## src/apb_types_pkg.sv

```systemverilog
//##################
// APB bus types
// Bus widths and the bridge/slave signal bundles
//##################
`default_nettype none

package apb_types_pkg;

    localparam int APB_ADDR_W = 12;
    localparam int APB_DATA_W = 32;

    typedef logic [APB_ADDR_W-1:0] apb_addr_t;  // Byte address of one word
    typedef logic [APB_DATA_W-1:0] apb_data_t;

    // Bridge to slave
    typedef struct packed {
        logic      psel;
        logic      penable;
        logic      pwrite;
        apb_addr_t paddr;
        apb_data_t pwdata;
    } apb_in_t;

    // Slave to bridge
    typedef struct packed {
        logic      pready;
        apb_data_t prdata;
        logic      pslverr;
    } apb_out_t;

endpackage

`default_nettype wire

```

## src/i2c_pkg.sv

```systemverilog
//##################
// I2C master definitions
// Register map, engine states, pin direction and the
// bundles between register bank and protocol engine
//##################
`default_nettype none

package i2c_pkg;

    localparam int PAYLOAD_W = 32;
    localparam int FRAME_W   = 19;  // START, address, R/W, ACK slot, byte, idle bit

    typedef logic [15:0]          scale_t;     // Divider or setup count
    typedef logic [6:0]           i2c_addr_t;
    typedef logic [3:0]           byte_cnt_t;  // 0 to 4 data bytes
    typedef logic [PAYLOAD_W-1:0] payload_t;

    // Word offsets in the APB window
    localparam logic [9:0] REG_SCLDIV  = 10'd0;
    localparam logic [9:0] REG_STATUS  = 10'd1;
    localparam logic [9:0] REG_ADDR    = 10'd2;
    localparam logic [9:0] REG_PAYLOAD = 10'd3;

    localparam logic PIN_DIR_OUTPUT = 1'b0;
    localparam logic PIN_DIR_INPUT  = 1'b1;

    typedef enum logic [7:0] {
        IDLE          = 8'd0,
        START         = 8'd1,
        HEADER        = 8'd2,
        ACK_HEADER    = 8'd3,
        TX_DATA       = 8'd4,
        WAIT_ACK_DATA = 8'd5,
        RX_DATA       = 8'd6,
        ACK_DATA      = 8'd7,
        STOP          = 8'd8
    } i2c_state_e;

    // Register bank to engine
    typedef struct packed {
        logic      start;     // One cycle
        logic      rnw;
        i2c_addr_t addr;
        byte_cnt_t byte_cnt;
        payload_t  payload;
    } i2c_ctrl_t;

    // Engine to register bank
    typedef struct packed {
        logic       done;     // One cycle on return to IDLE
        logic       err_ack_header;
        logic       err_ack_data;
        logic       rx_valid;
        payload_t   rx_payload;
        i2c_state_e state;
    } i2c_done_t;

endpackage

`default_nettype wire

```

## src/apb_i2c.sv

```systemverilog
//##################
// APB I2C master
// Single-master I2C controller on an APB slave port
//##################
`default_nettype none

module apb_i2c (
    input  logic                    i_clk,
    input  logic                    i_nrst,
    input  apb_types_pkg::apb_in_t  i_apb,
    output apb_types_pkg::apb_out_t o_apb,
    output logic                    o_scl,
    output logic                    o_sda,
    output logic                    o_sda_dir,
    input  logic                    i_sda,
    output logic                    o_irq
);

    import apb_types_pkg::*;
    import i2c_pkg::*;

    logic      req_valid;
    logic      req_write;
    apb_addr_t req_addr;
    apb_data_t req_wdata;
    logic      resp_valid;
    apb_data_t resp_rdata;
    i2c_ctrl_t ctrl;
    i2c_done_t done;
    scale_t    scaler;
    scale_t    setup_time;
    logic      busy;
    logic      change;
    logic      latch;

    apb_slave_port u_port (
        .i_clk        (i_clk),
        .i_nrst       (i_nrst),
        .i_apb        (i_apb),
        .o_apb        (o_apb),
        .o_req_valid  (req_valid),
        .o_req_write  (req_write),
        .o_req_addr   (req_addr),
        .o_req_wdata  (req_wdata),
        .i_resp_valid (resp_valid),
        .i_resp_rdata (resp_rdata)
    );

    i2c_regs u_regs (
        .i_clk        (i_clk),
        .i_nrst       (i_nrst),
        .i_req_valid  (req_valid),
        .i_req_write  (req_write),
        .i_req_addr   (req_addr),
        .i_req_wdata  (req_wdata),
        .o_resp_valid (resp_valid),
        .o_resp_rdata (resp_rdata),
        .i_done       (done),
        .o_ctrl       (ctrl),
        .o_scaler     (scaler),
        .o_setup_time (setup_time),
        .o_irq        (o_irq),
        .i_sda        (i_sda)
    );

    i2c_bit_timer u_timer (
        .i_clk        (i_clk),
        .i_nrst       (i_nrst),
        .i_scaler     (scaler),
        .i_setup_time (setup_time),
        .i_busy       (busy),
        .o_scl        (o_scl),
        .o_change     (change),
        .o_latch      (latch)
    );

    i2c_master_fsm u_engine (
        .i_clk     (i_clk),
        .i_nrst    (i_nrst),
        .i_ctrl    (ctrl),
        .i_change  (change),
        .i_latch   (latch),
        .i_sda     (i_sda),
        .o_busy    (busy),
        .o_sda     (o_sda),
        .o_sda_dir (o_sda_dir),
        .o_done    (done)
    );

endmodule

`default_nettype wire

```

## src/apb_slave_port.sv

```systemverilog
//##################
// APB slave port
// Turns each APB access into one register request
// and returns the registered answer with one wait state
//##################
`default_nettype none

module apb_slave_port (
    input  logic                     i_clk,
    input  logic                     i_nrst,
    input  apb_types_pkg::apb_in_t   i_apb,
    output apb_types_pkg::apb_out_t  o_apb,
    output logic                     o_req_valid,
    output logic                     o_req_write,
    output apb_types_pkg::apb_addr_t o_req_addr,
    output apb_types_pkg::apb_data_t o_req_wdata,
    input  logic                     i_resp_valid,
    input  apb_types_pkg::apb_data_t i_resp_rdata
);

    logic access;   // Access phase
    logic pending;  // Request already issued for this access

    assign access      = i_apb.psel & i_apb.penable;
    assign o_req_valid = access & ~pending;
    assign o_req_write = i_apb.pwrite;
    assign o_req_addr  = i_apb.paddr;
    assign o_req_wdata = i_apb.pwdata;

    always_ff @(posedge i_clk or negedge i_nrst) begin
        if (!i_nrst) begin
            pending <= 1'b0;
        end else if (o_req_valid) begin
            pending <= 1'b1;
        end else if (!access) begin
            pending <= 1'b0;  // Back in setup phase or bus idle
        end
    end

    // The register bank answers one cycle after the request
    assign o_apb.pready  = i_resp_valid;
    assign o_apb.prdata  = i_resp_rdata;
    assign o_apb.pslverr = 1'b0;

endmodule

`default_nettype wire

```

## src/i2c_bit_timer.sv

```systemverilog
//##################
// I2C bit timer
// Divides the system clock down to SCL and marks
// the data change and data latch points
//##################
`default_nettype none

module i2c_bit_timer (
    input  logic            i_clk,
    input  logic            i_nrst,
    input  i2c_pkg::scale_t i_scaler,
    input  i2c_pkg::scale_t i_setup_time,
    input  logic            i_busy,
    output logic            o_scl,
    output logic            o_change,
    output logic            o_latch
);

    import i2c_pkg::*;

    scale_t cnt;
    logic   scl;
    logic   run;        // Transfer active and divider set
    logic   half_end;   // Last cycle of a half period
    logic   setup_hit;

    assign run       = i_busy && (i_scaler != '0);
    assign half_end  = (cnt == scale_t'(i_scaler - 16'd1));
    assign setup_hit = run && !half_end && (cnt == i_setup_time);

    always_ff @(posedge i_clk or negedge i_nrst) begin
        if (!i_nrst) begin
            cnt <= '0;
            scl <= 1'b1;
        end else if (!i_busy) begin
            // Bus idle keeps SCL released
            cnt <= '0;
            scl <= 1'b1;
        end else if (run) begin
            if (half_end) begin
                cnt <= '0;
                scl <= ~scl;
            end else begin
                cnt <= cnt + 16'd1;
            end
        end
    end

    assign o_scl    = scl;
    assign o_change = setup_hit & ~scl;  // SDA may move while SCL is low
    assign o_latch  = setup_hit & scl;   // SDA is stable while SCL is high

endmodule

`default_nettype wire

```

## src/i2c_master_fsm.sv

```systemverilog
//##################
// I2C protocol engine
// Shifts out START, header and data bytes, samples
// ACKs and read data, and finishes with STOP
//##################
`default_nettype none

module i2c_master_fsm (
    input  logic               i_clk,
    input  logic               i_nrst,
    input  i2c_pkg::i2c_ctrl_t i_ctrl,
    input  logic               i_change,
    input  logic               i_latch,
    input  logic               i_sda,
    output logic               o_busy,
    output logic               o_sda,
    output logic               o_sda_dir,
    output i2c_pkg::i2c_done_t o_done
);

    import i2c_pkg::*;

    i2c_state_e         state;
    logic [FRAME_W-1:0] shift;     // MSB drives SDA
    logic [2:0]         bit_cnt;   // Wraps back to 7 at each byte end
    byte_cnt_t          byte_cnt;  // Data bytes still to go
    logic               rnw;
    logic               ack;       // High means NACK
    logic               sda_dir;
    logic               err_ack_header;
    logic               err_ack_data;
    logic               done;
    logic               rx_valid;
    payload_t           payload;
    logic [7:0]         rx_byte;
    logic               go;
    logic               byte_end;

    assign go       = i_ctrl.start && (state == IDLE);  // Ignored while busy
    assign byte_end = i_change && (bit_cnt == 3'd0);

    always_ff @(posedge i_clk or negedge i_nrst) begin
        if (!i_nrst) begin
            state          <= IDLE;
            shift          <= '1;
            bit_cnt        <= '0;
            byte_cnt       <= '0;
            rnw            <= 1'b0;
            ack            <= 1'b0;
            sda_dir        <= PIN_DIR_OUTPUT;
            err_ack_header <= 1'b0;
            err_ack_data   <= 1'b0;
            done           <= 1'b0;
            rx_valid       <= 1'b0;
        end else begin
            done     <= 1'b0;
            rx_valid <= 1'b0;
            if (i_change) begin
                shift <= {shift[FRAME_W-2:0], 1'b1};
            end
            case (state)
                IDLE: begin
                    if (go) begin
                        // Leading 0 pulls SDA low under a high SCL
                        shift          <= {1'b0, i_ctrl.addr, i_ctrl.rnw, 1'b1,
                                           i_ctrl.payload[7:0], 1'b1};
                        rnw            <= i_ctrl.rnw;
                        byte_cnt       <= i_ctrl.byte_cnt;
                        err_ack_header <= 1'b0;
                        err_ack_data   <= 1'b0;
                        state          <= START;
                    end
                end
                START: begin
                    if (i_change) begin
                        bit_cnt <= 3'd7;
                        state   <= HEADER;
                    end
                end
                HEADER: begin
                    if (i_change) begin
                        bit_cnt <= bit_cnt - 3'd1;
                        if (bit_cnt == 3'd0) begin
                            sda_dir <= PIN_DIR_INPUT;  // Target drives the ACK
                            state   <= ACK_HEADER;
                        end
                    end
                end
                ACK_HEADER: begin
                    if (i_latch) begin
                        ack <= i_sda;
                    end
                    if (i_change) begin
                        sda_dir <= PIN_DIR_OUTPUT;
                        if (ack || byte_cnt == '0) begin
                            err_ack_header <= ack;
                            shift          <= '0;  // Low ahead of STOP
                            state          <= STOP;
                        end else if (rnw) begin
                            sda_dir <= PIN_DIR_INPUT;
                            state   <= RX_DATA;
                        end else begin
                            state <= TX_DATA;
                        end
                    end
                end
                TX_DATA: begin
                    if (i_change) begin
                        bit_cnt <= bit_cnt - 3'd1;
                        if (bit_cnt == 3'd0) begin
                            sda_dir  <= PIN_DIR_INPUT;
                            byte_cnt <= byte_cnt - 4'd1;
                            state    <= WAIT_ACK_DATA;
                        end
                    end
                end
                WAIT_ACK_DATA: begin
                    if (i_latch) begin
                        ack <= i_sda;
                    end
                    if (i_change) begin
                        sda_dir <= PIN_DIR_OUTPUT;
                        if (ack || byte_cnt == '0) begin
                            err_ack_data <= ack;
                            shift        <= '0;
                            state        <= STOP;
                        end else begin
                            // Next payload byte, LSB byte first
                            shift <= {payload[7:0], {(FRAME_W-8){1'b1}}};
                            state <= TX_DATA;
                        end
                    end
                end
                RX_DATA: begin
                    if (i_change) begin
                        bit_cnt <= bit_cnt - 3'd1;
                        if (bit_cnt == 3'd0) begin
                            sda_dir  <= PIN_DIR_OUTPUT;
                            byte_cnt <= byte_cnt - 4'd1;
                            rx_valid <= 1'b1;
                            // No ACK on the last byte ends the read
                            shift    <= (byte_cnt == 4'd1) ? '1 : '0;
                            state    <= ACK_DATA;
                        end
                    end
                end
                ACK_DATA: begin
                    if (i_change) begin
                        if (byte_cnt == '0) begin
                            shift <= '0;
                            state <= STOP;
                        end else begin
                            sda_dir <= PIN_DIR_INPUT;
                            state   <= RX_DATA;
                        end
                    end
                end
                STOP: begin
                    if (i_latch) begin
                        shift <= '1;  // SDA rises under a high SCL
                        done  <= 1'b1;
                        state <= IDLE;
                    end
                end
                default: state <= IDLE;
            endcase
        end
    end

    always_ff @(posedge i_clk) begin
        if (go) begin
            payload <= {8'd0, i_ctrl.payload[PAYLOAD_W-1:8]};
        end else if (i_change && state == WAIT_ACK_DATA) begin
            payload <= {8'd0, payload[PAYLOAD_W-1:8]};
        end else if (byte_end && state == RX_DATA) begin
            payload <= {payload[PAYLOAD_W-9:0], rx_byte};
        end
        if (i_latch && state == RX_DATA) begin
            rx_byte <= {rx_byte[6:0], i_sda};  // MSB first on the wire
        end
    end

    assign o_busy    = (state != IDLE);
    assign o_sda     = shift[FRAME_W-1];
    assign o_sda_dir = sda_dir;
    assign o_done    = '{
        done:           done,
        err_ack_header: err_ack_header,
        err_ack_data:   err_ack_data,
        rx_valid:       rx_valid,
        rx_payload:     payload,
        state:          state
    };

endmodule

`default_nettype wire

```

## src/i2c_regs.sv

```systemverilog
//##################
// I2C register bank
// Divider, status, address and payload registers
// with start pulse, error flags and interrupt
//##################
`default_nettype none

module i2c_regs (
    input  logic                     i_clk,
    input  logic                     i_nrst,
    input  logic                     i_req_valid,
    input  logic                     i_req_write,
    input  apb_types_pkg::apb_addr_t i_req_addr,
    input  apb_types_pkg::apb_data_t i_req_wdata,
    output logic                     o_resp_valid,
    output apb_types_pkg::apb_data_t o_resp_rdata,
    input  i2c_pkg::i2c_done_t       i_done,
    output i2c_pkg::i2c_ctrl_t       o_ctrl,
    output i2c_pkg::scale_t          o_scaler,
    output i2c_pkg::scale_t          o_setup_time,
    output logic                     o_irq,
    input  logic                     i_sda
);

    import apb_types_pkg::*;
    import i2c_pkg::*;

    scale_t     scaler;
    scale_t     setup_time;
    logic       ie;
    logic       irq;
    logic       err_ack_header;
    logic       err_ack_data;
    logic       rnw;
    byte_cnt_t  byte_cnt;
    i2c_addr_t  addr;
    payload_t   payload;
    logic       start;
    apb_data_t  rdata;
    logic [9:0] reg_sel;   // Word index
    logic       wr_en;

    assign reg_sel = i_req_addr[APB_ADDR_W-1:2];
    assign wr_en   = i_req_valid & i_req_write;

    always_comb begin
        rdata = '0;
        case (reg_sel)
            REG_SCLDIV:  rdata = {setup_time, scaler};
            REG_STATUS: begin
                rdata[7:0] = i_done.state;
                rdata[8]   = i_sda;           // Live bus level
                rdata[9]   = err_ack_header;
                rdata[10]  = err_ack_data;
                rdata[12]  = ie;
                rdata[13]  = irq;
            end
            REG_ADDR: begin
                rdata[31]    = rnw;
                rdata[19:16] = byte_cnt;
                rdata[6:0]   = addr;
            end
            REG_PAYLOAD: rdata = payload;
            default:     rdata = '0;
        endcase
    end

    always_ff @(posedge i_clk or negedge i_nrst) begin
        if (!i_nrst) begin
            scaler         <= '0;
            setup_time     <= '0;
            ie             <= 1'b0;
            irq            <= 1'b0;
            err_ack_header <= 1'b0;
            err_ack_data   <= 1'b0;
            rnw            <= 1'b0;
            byte_cnt       <= '0;
            addr           <= '0;
            start          <= 1'b0;
            o_resp_valid   <= 1'b0;
        end else begin
            start        <= 1'b0;
            o_resp_valid <= i_req_valid;
            if (wr_en && reg_sel == REG_SCLDIV) begin
                scaler     <= i_req_wdata[15:0];
                setup_time <= i_req_wdata[31:16];
            end
            if (wr_en && reg_sel == REG_ADDR) begin
                rnw      <= i_req_wdata[31];
                byte_cnt <= i_req_wdata[19:16];
                addr     <= i_req_wdata[6:0];
                start    <= 1'b1;  // Kicks off the transfer
            end
            if (i_req_valid && reg_sel == REG_STATUS) begin
                irq <= 1'b0;  // Read or write acknowledges
            end
            if (wr_en && reg_sel == REG_STATUS) begin
                err_ack_header <= 1'b0;
                err_ack_data   <= 1'b0;
                ie             <= i_req_wdata[12];
            end
            // End of transfer wins over a clear in the same cycle
            if (i_done.done) begin
                if (ie) begin
                    irq <= 1'b1;
                end
                if (i_done.err_ack_header) begin
                    err_ack_header <= 1'b1;
                end
                if (i_done.err_ack_data) begin
                    err_ack_data <= 1'b1;
                end
            end
        end
    end

    always_ff @(posedge i_clk) begin
        o_resp_rdata <= rdata;
        if (i_done.rx_valid) begin
            payload <= i_done.rx_payload;
        end else if (wr_en && reg_sel == REG_PAYLOAD) begin
            payload <= i_req_wdata;
        end
    end

    assign o_ctrl = '{
        start:    start,
        rnw:      rnw,
        addr:     addr,
        byte_cnt: byte_cnt,
        payload:  payload
    };
    assign o_scaler     = scaler;
    assign o_setup_time = setup_time;
    assign o_irq        = irq;

endmodule

`default_nettype wire

```

## config.mk

```make
export PLATFORM = sky130hd
export DESIGN_NAME = apb_i2c
export DESIGN_NICKNAME = d
export VERILOG_FILES = /design/src/apb_types_pkg.sv /design/src/i2c_pkg.sv /design/src/apb_i2c.sv /design/src/apb_slave_port.sv /design/src/i2c_bit_timer.sv /design/src/i2c_master_fsm.sv /design/src/i2c_regs.sv
export SDC_FILE = /design/constraint.sdc
export NUM_CORES = 1
export LEC_CHECK = 0
export ABC_AREA = 1
export BUFFER_PORTS_ARGS = -buffer_cell sky130_fd_sc_hd__buf_2
export CORE_ASPECT_RATIO = 1.1
export CORE_MARGIN = 2
export CORE_UTILIZATION = 55
export CTS_CLUSTER_DIAMETER = 120
export DETAILED_ROUTE_END_ITERATION = 8
export MAX_ROUTING_LAYER = met4
export PLACE_DENSITY = 0.77
export SLEW_MARGIN = 10
export SYNTH_ARGS = -nofsm -noshare
export SYNTH_HDL_FRONTEND = slang
export SYNTH_HIERARCHICAL = 1
export SYNTH_SLANG_ARGS = --single-unit
```

## constraint.sdc

```tcl
create_clock -name i_clk -period 3.4 [get_ports i_clk]
set_clock_uncertainty 0.1 [all_clocks]
set_input_delay 0.68 -clock i_clk [delete_from_list [all_inputs] [get_ports i_clk]]
set_output_delay 0.68 -clock i_clk [all_outputs]
set_load 0.02 [all_outputs]
```

======== Word-level counts from Yosys, hierarchy flattened ========
Cells that the tools add are included.
storage, ports and cells
  input port bits ......................... 50
  latch bits .............................. 0
  output and inout bits ................... 38
  memories kept ........................... 0
  bits in read-only memories .............. 0
  memory bits (writable) .................. 0
  register bits ........................... 213
operators by class
  $add $sub $neg .......................... 4
  divide/modulo/power cells ............... 0
  shift-type cells ........................ 0
  reduce and logical (&&, ||, !) cells .... 42
  multiply operators ...................... 0
  muxes and demuxes ....................... 89
  bitwise operators ....................... 7
  magnitude comparators ................... 0
  equal/unequal tests ..................... 37
operator list
  cell                                                                      number
  19-bit two-way mux                                                        12
  19-bit case mux with 6 select lines                                       1
  8-bit two-way mux                                                         13
  24-bit two-way mux                                                        3
  8-bit case mux with 9 select lines                                        1
  32-bit two-way mux                                                        2
  16-bit two-way mux                                                        3
  2-bit by 1-bit inequality test with 1-bit output (second input constant)  20
  1-bit two-way mux                                                         33
  16-bit == test                                                            2
  8-bit by 3-bit == test with 1-bit output (second input constant)          4
  7-bit case mux with 4 select lines                                        1
  4-bit case mux with 3 select lines                                        2
  11-bit case mux with 2 select lines                                       1
  10-bit by 2-bit == test with 1-bit output (second input constant)         2
  4-bit two-way mux                                                         5
  16-bit by 1-bit adder with 16-bit output (second input constant)          1
  8-bit by 2-bit == test with 1-bit output (second input constant)          2
  16-bit nonzero test                                                       1
  16-bit by 1-bit subtractor with 16-bit output (second input constant)     1
  1-bit logical AND                                                         13
  12-bit AND reduction                                                      1
  4-bit AND reduction                                                       3
  10-bit by 1-bit == test with 1-bit output (second input constant)         1
  32 further kinds                                                          51

======== Logic depth before layout (Yosys ltp) ========
  word-level depth ........................ 11
  depth in mapped cells ................... 24
  depth with buffers taken out ............ 23

======== Cells and area by module ========
Netlist, hierarchy kept.
modules (own cells, without submodules)
  module          area an instance (µm²)  times used  cells an instance
  i2c_master_fsm  4,734.5                 1           648
  i2c_regs        4,647.0                 1           515
  i2c_bit_timer   2,117.0                 1           329
  apb_slave_port  635.6                   1           84

======== Least setup slack after synthesis ========
OpenSTA, ideal clock, no wires.
  path kind ............................... register -> register
  start point ............................. reg u_regs.scaler[0], in the netlist u_regs/o_scaler[0]
  end point ............................... reg u_engine.payload[0] (enable)
  path buffers ............................ 3
  required time ........................... 2.811 ns
  setup slack ............................. -0.040 ns
  arrival time ............................ 2.851 ns
  cell stages (with the launch flop) ...... 19
  clock period less this slack ............ 3.440 ns
  cell sequence ........................... dfrtp_1 > inv_2 > ha_1 > nand3_2 > nor2_4 > buf_6 > nand3_2 > xor2_1 > nand3_2 > nor2_2 > nand2_2 > nand3_1 > nor2_1 > buf_4 > nand2_1 > nor2_1 > buf_2 > inv_2 > nand3_1
between the ends
  cells in the longest elaborated chain, start to end .. 9
  elaborated cells between the ends (all ways) .. 12
RTL lines
  item                                           RTL line               RTL
  from (decl)                                    i2c_regs.sv:28         scale_t scaler;
  from (signal assigned)                         i2c_regs.sv:85         scaler <= i_req_wdata[15:0];
  16-bit by 1-bit subtractor with 16-bit output  i2c_bit_timer.sv:28    assign half_end = (cnt == scale_t'(i_scaler - 16'd1));
  16-bit == test                                 i2c_bit_timer.sv:28
  1-bit logical NOT                              i2c_bit_timer.sv:29    assign setup_hit = run && !half_end && (cnt == i_setup_time);
  1-bit logical AND (*) (2 in a row)             i2c_bit_timer.sv:29
  1-bit AND (*)                                  i2c_bit_timer.sv:50    assign o_change = setup_hit & ~scl;
  net change                                     apb_i2c.sv:33          logic change;
  1-bit logical AND                              i2c_master_fsm.sv:40   assign byte_end = i_change && (bit_cnt == 3'd0);
  1-bit logical AND                              i2c_master_fsm.sv:175  end else if (byte_end && state == RX_DATA) begin
  3-bit nonzero test (no source line) (*)        -
  to (signal assigned)                           i2c_master_fsm.sv:172  payload <= {8'd0, i_ctrl.payload[PAYLOAD_W-1:8]};
  to (signal assigned)                           i2c_master_fsm.sv:174  payload <= {8'd0, payload[PAYLOAD_W-1:8]};
  to (signal assigned)                           i2c_master_fsm.sv:176  payload <= {payload[PAYLOAD_W-9:0], rx_byte};
  to (decl)                                      i2c_master_fsm.sv:34   payload_t payload;
The timed path passes the listed nets; every way through them passes the cells marked *.
A chain may end at the register's enable or synchronous reset.

======== Worst setup path after layout ========
  start point ............................. reg u_regs.scaler[0], in the netlist u_regs/o_scaler[0]
  end point ............................... reg u_engine.payload[8] (enable)
Same word-level chain as after synthesis.

==> reports/metrics.cfg <==
[placed_design]
postPlaceCellArea_sq_um = 12300
dp.final_hpwl_um = 24900
post-place-ws_ns = 0.106
port_buffers = 84
gp_congestion = 0.961

[critical_path]
reg2regPathDepth = 16
cp.required_ns = 3.52
r2r_start = u_regs/o_scaler[0]
cp-end-kind = flip-flop
crit_fanout = 22
timing_worst_setup_path_type = reg2reg
critPathLaunch = u_regs/o_scaler[0]
r2r_setup_slack_ns = 0.17
worst_ep_arrival_time_ns = 3.36
r2r-end = u_engine/payload[8]
cp-start-kind = flip-flop

[job]
max_cap_viol_count = 0

[clock_network]
cts_tree = done
holdBufCountCts = 0
clock-sinks = 209
worstSkewPairLatency_ns = 0.53
cts-root-buf = clkbuf_16
clk_path_buf_depth = 3
cts.clk_slew.worst_paths_ns = 0.06
cts-buffers-inserted = 24
cts-htree-levels = 1

[grt]
grt_pass1_wl_um = 53400
grt_max_degree = 65
grt_pass1_vias = 9833
grt-ovfl-total = 0
grtUsageTotal_pct = 29.6
antenna_found_initial = 0

[final_layout]
final_cell_mix = nand2_1, nand3_1, inv_1
multi_input_area_sq_um = 5260
synthToLayoutAreaGrowth_pct = 8.72
drive_gt1_share_pct = 17.8
final_area_sq_um = 13200
nFillCells = 1932
regArea_sq_um = 5380
diodes = 0
final_common_cell = nand2_1
final_util_pct = 61.3
layout.nets = 1635

[sta]
setup_viol = 0
period_share_pct = 95.1
worst_slack_ns = 0.165
period_minus_slack_ns = 3.23
rsz0062_at_grt = yes
tightest_slew_ns = 0.775
max_clock_freq_mhz = 309
hold_violations = 0
drv_slew = 0
slew_headroom_pct = 48.3

[pwr]
pwr_density_cell_nw_per_um2 = 520
report.power.total_uw = 6860
max-vdd-ir-drop_mv = 0.614
p_leak_uw = 0.00635

[hold_path]
hold_path_class = in2async

[drt]
firstDrtPassIters = 6
via_per_inst = 5.60
drt-total-wl_um = 33700
drcViolationCount = 0
detail_route.wl_per_cell_um = 17.9
drt_iter0_drc = 1194
num_vias = 10560
ant_nets = 0

[floorplanning]
initial_utilization_pct = 56.3
core_area_sq_um = 21500
ios = 88
fp.dieH_um = 160
die_w_um = 146
rows = 56
die_area_sq_um = 23200

[synth]
syn-cell-area_sq_um = 12100
yosysWarnings = 6
syn_inst = 1574
syn-mean-instance-area_sq_um = 7.70

[outcome]
status = completed

state kept, by name (all words and copies together), names as in the netlist, 3 cells and up:
signal / flops
u_engine/bit_cnt: 3
u_engine/byte_cnt: 4
u_engine/payload: 32
u_engine/rx_byte: 8
u_engine/shift: 19
u_engine/state: 4
u_regs/addr: 7
u_regs/byte_cnt: 4
u_regs/o_resp_rdata: 32
u_regs/o_scaler: 16
u_regs/o_setup_time: 16
u_regs/payload: 32
u_timer/cnt: 16
critical path, cell delays in order, from the launching register on:
cell and delay [ns]:
dfrtp_1 0.38, inv_2 0.08, ha_2 0.21, nand3_2 0.13, nor2_4 0.23, buf_4 0.15
nand3_2 0.06, xor2_1 0.16, nand3_2 0.08, nor2_2 0.04, nand2_2 0.10, nand3_2 0.12
nor2_4 0.27, buf_4 0.22, nand2_2 0.19, nand3_2 0.19, buf_12 0.21
where the power goes:
group	internal, uW	switching, uW
clock network	1560	1040
logic	454	975
registers	2740	87.3
through the flow:
step / setup TNS (ns) / hold slack [ns] / cells
2_1_floorplan: 0 / 0.284 / 1577
3_3_place_gp: 0 / 0.347 / 1840
3_5_place_dp: 0 / 0.341 / 1840
4_1_cts: 0 / 0.144 / 1884
5_1_grt: -0.195 / 0.160 / 1887
6_report: 0 / 0.113 / 1887
timing repair:
item                       in CTS  in global routing
buffers inserted                0                  3
resized for setup               0                 14
setup endpoints to repair       0                 71
hold endpoints to repair        0                  0
how the worst max path moves through the flow:
stage / slack [ns] / endpoint
6_report: 0.17 / u_engine/payload[8]
5_1_grt: -0.05 / u_engine/state[2]
4_1_cts: 0.1 / u_engine/payload[5]
3_5_place_dp: 0.11 / u_engine/payload[5]
3_3_place_gp: 0.16 / u_engine/payload[17]
2_1_floorplan: 0.27 / u_engine/payload[0]
routing by layer:
metal | part of all wire (%) | global-route usage (%)
met1 | 42 | 40.6
met2 | 46 | 46.1
met3 | 8.1 | 3.37
met4 | 3.5 | 10.1
met5 | 0 | -
area by class of cell:
type	count	area share [%]
sequential	209	40.8
multi-input combinational	1073	39.9
timing repair buffer	134	6.47
clock buffer	30	5.12
inverter	137	3.90
tap	290	2.75
clock inverter	14	1.03
Power figures use the tool's default switching activity.
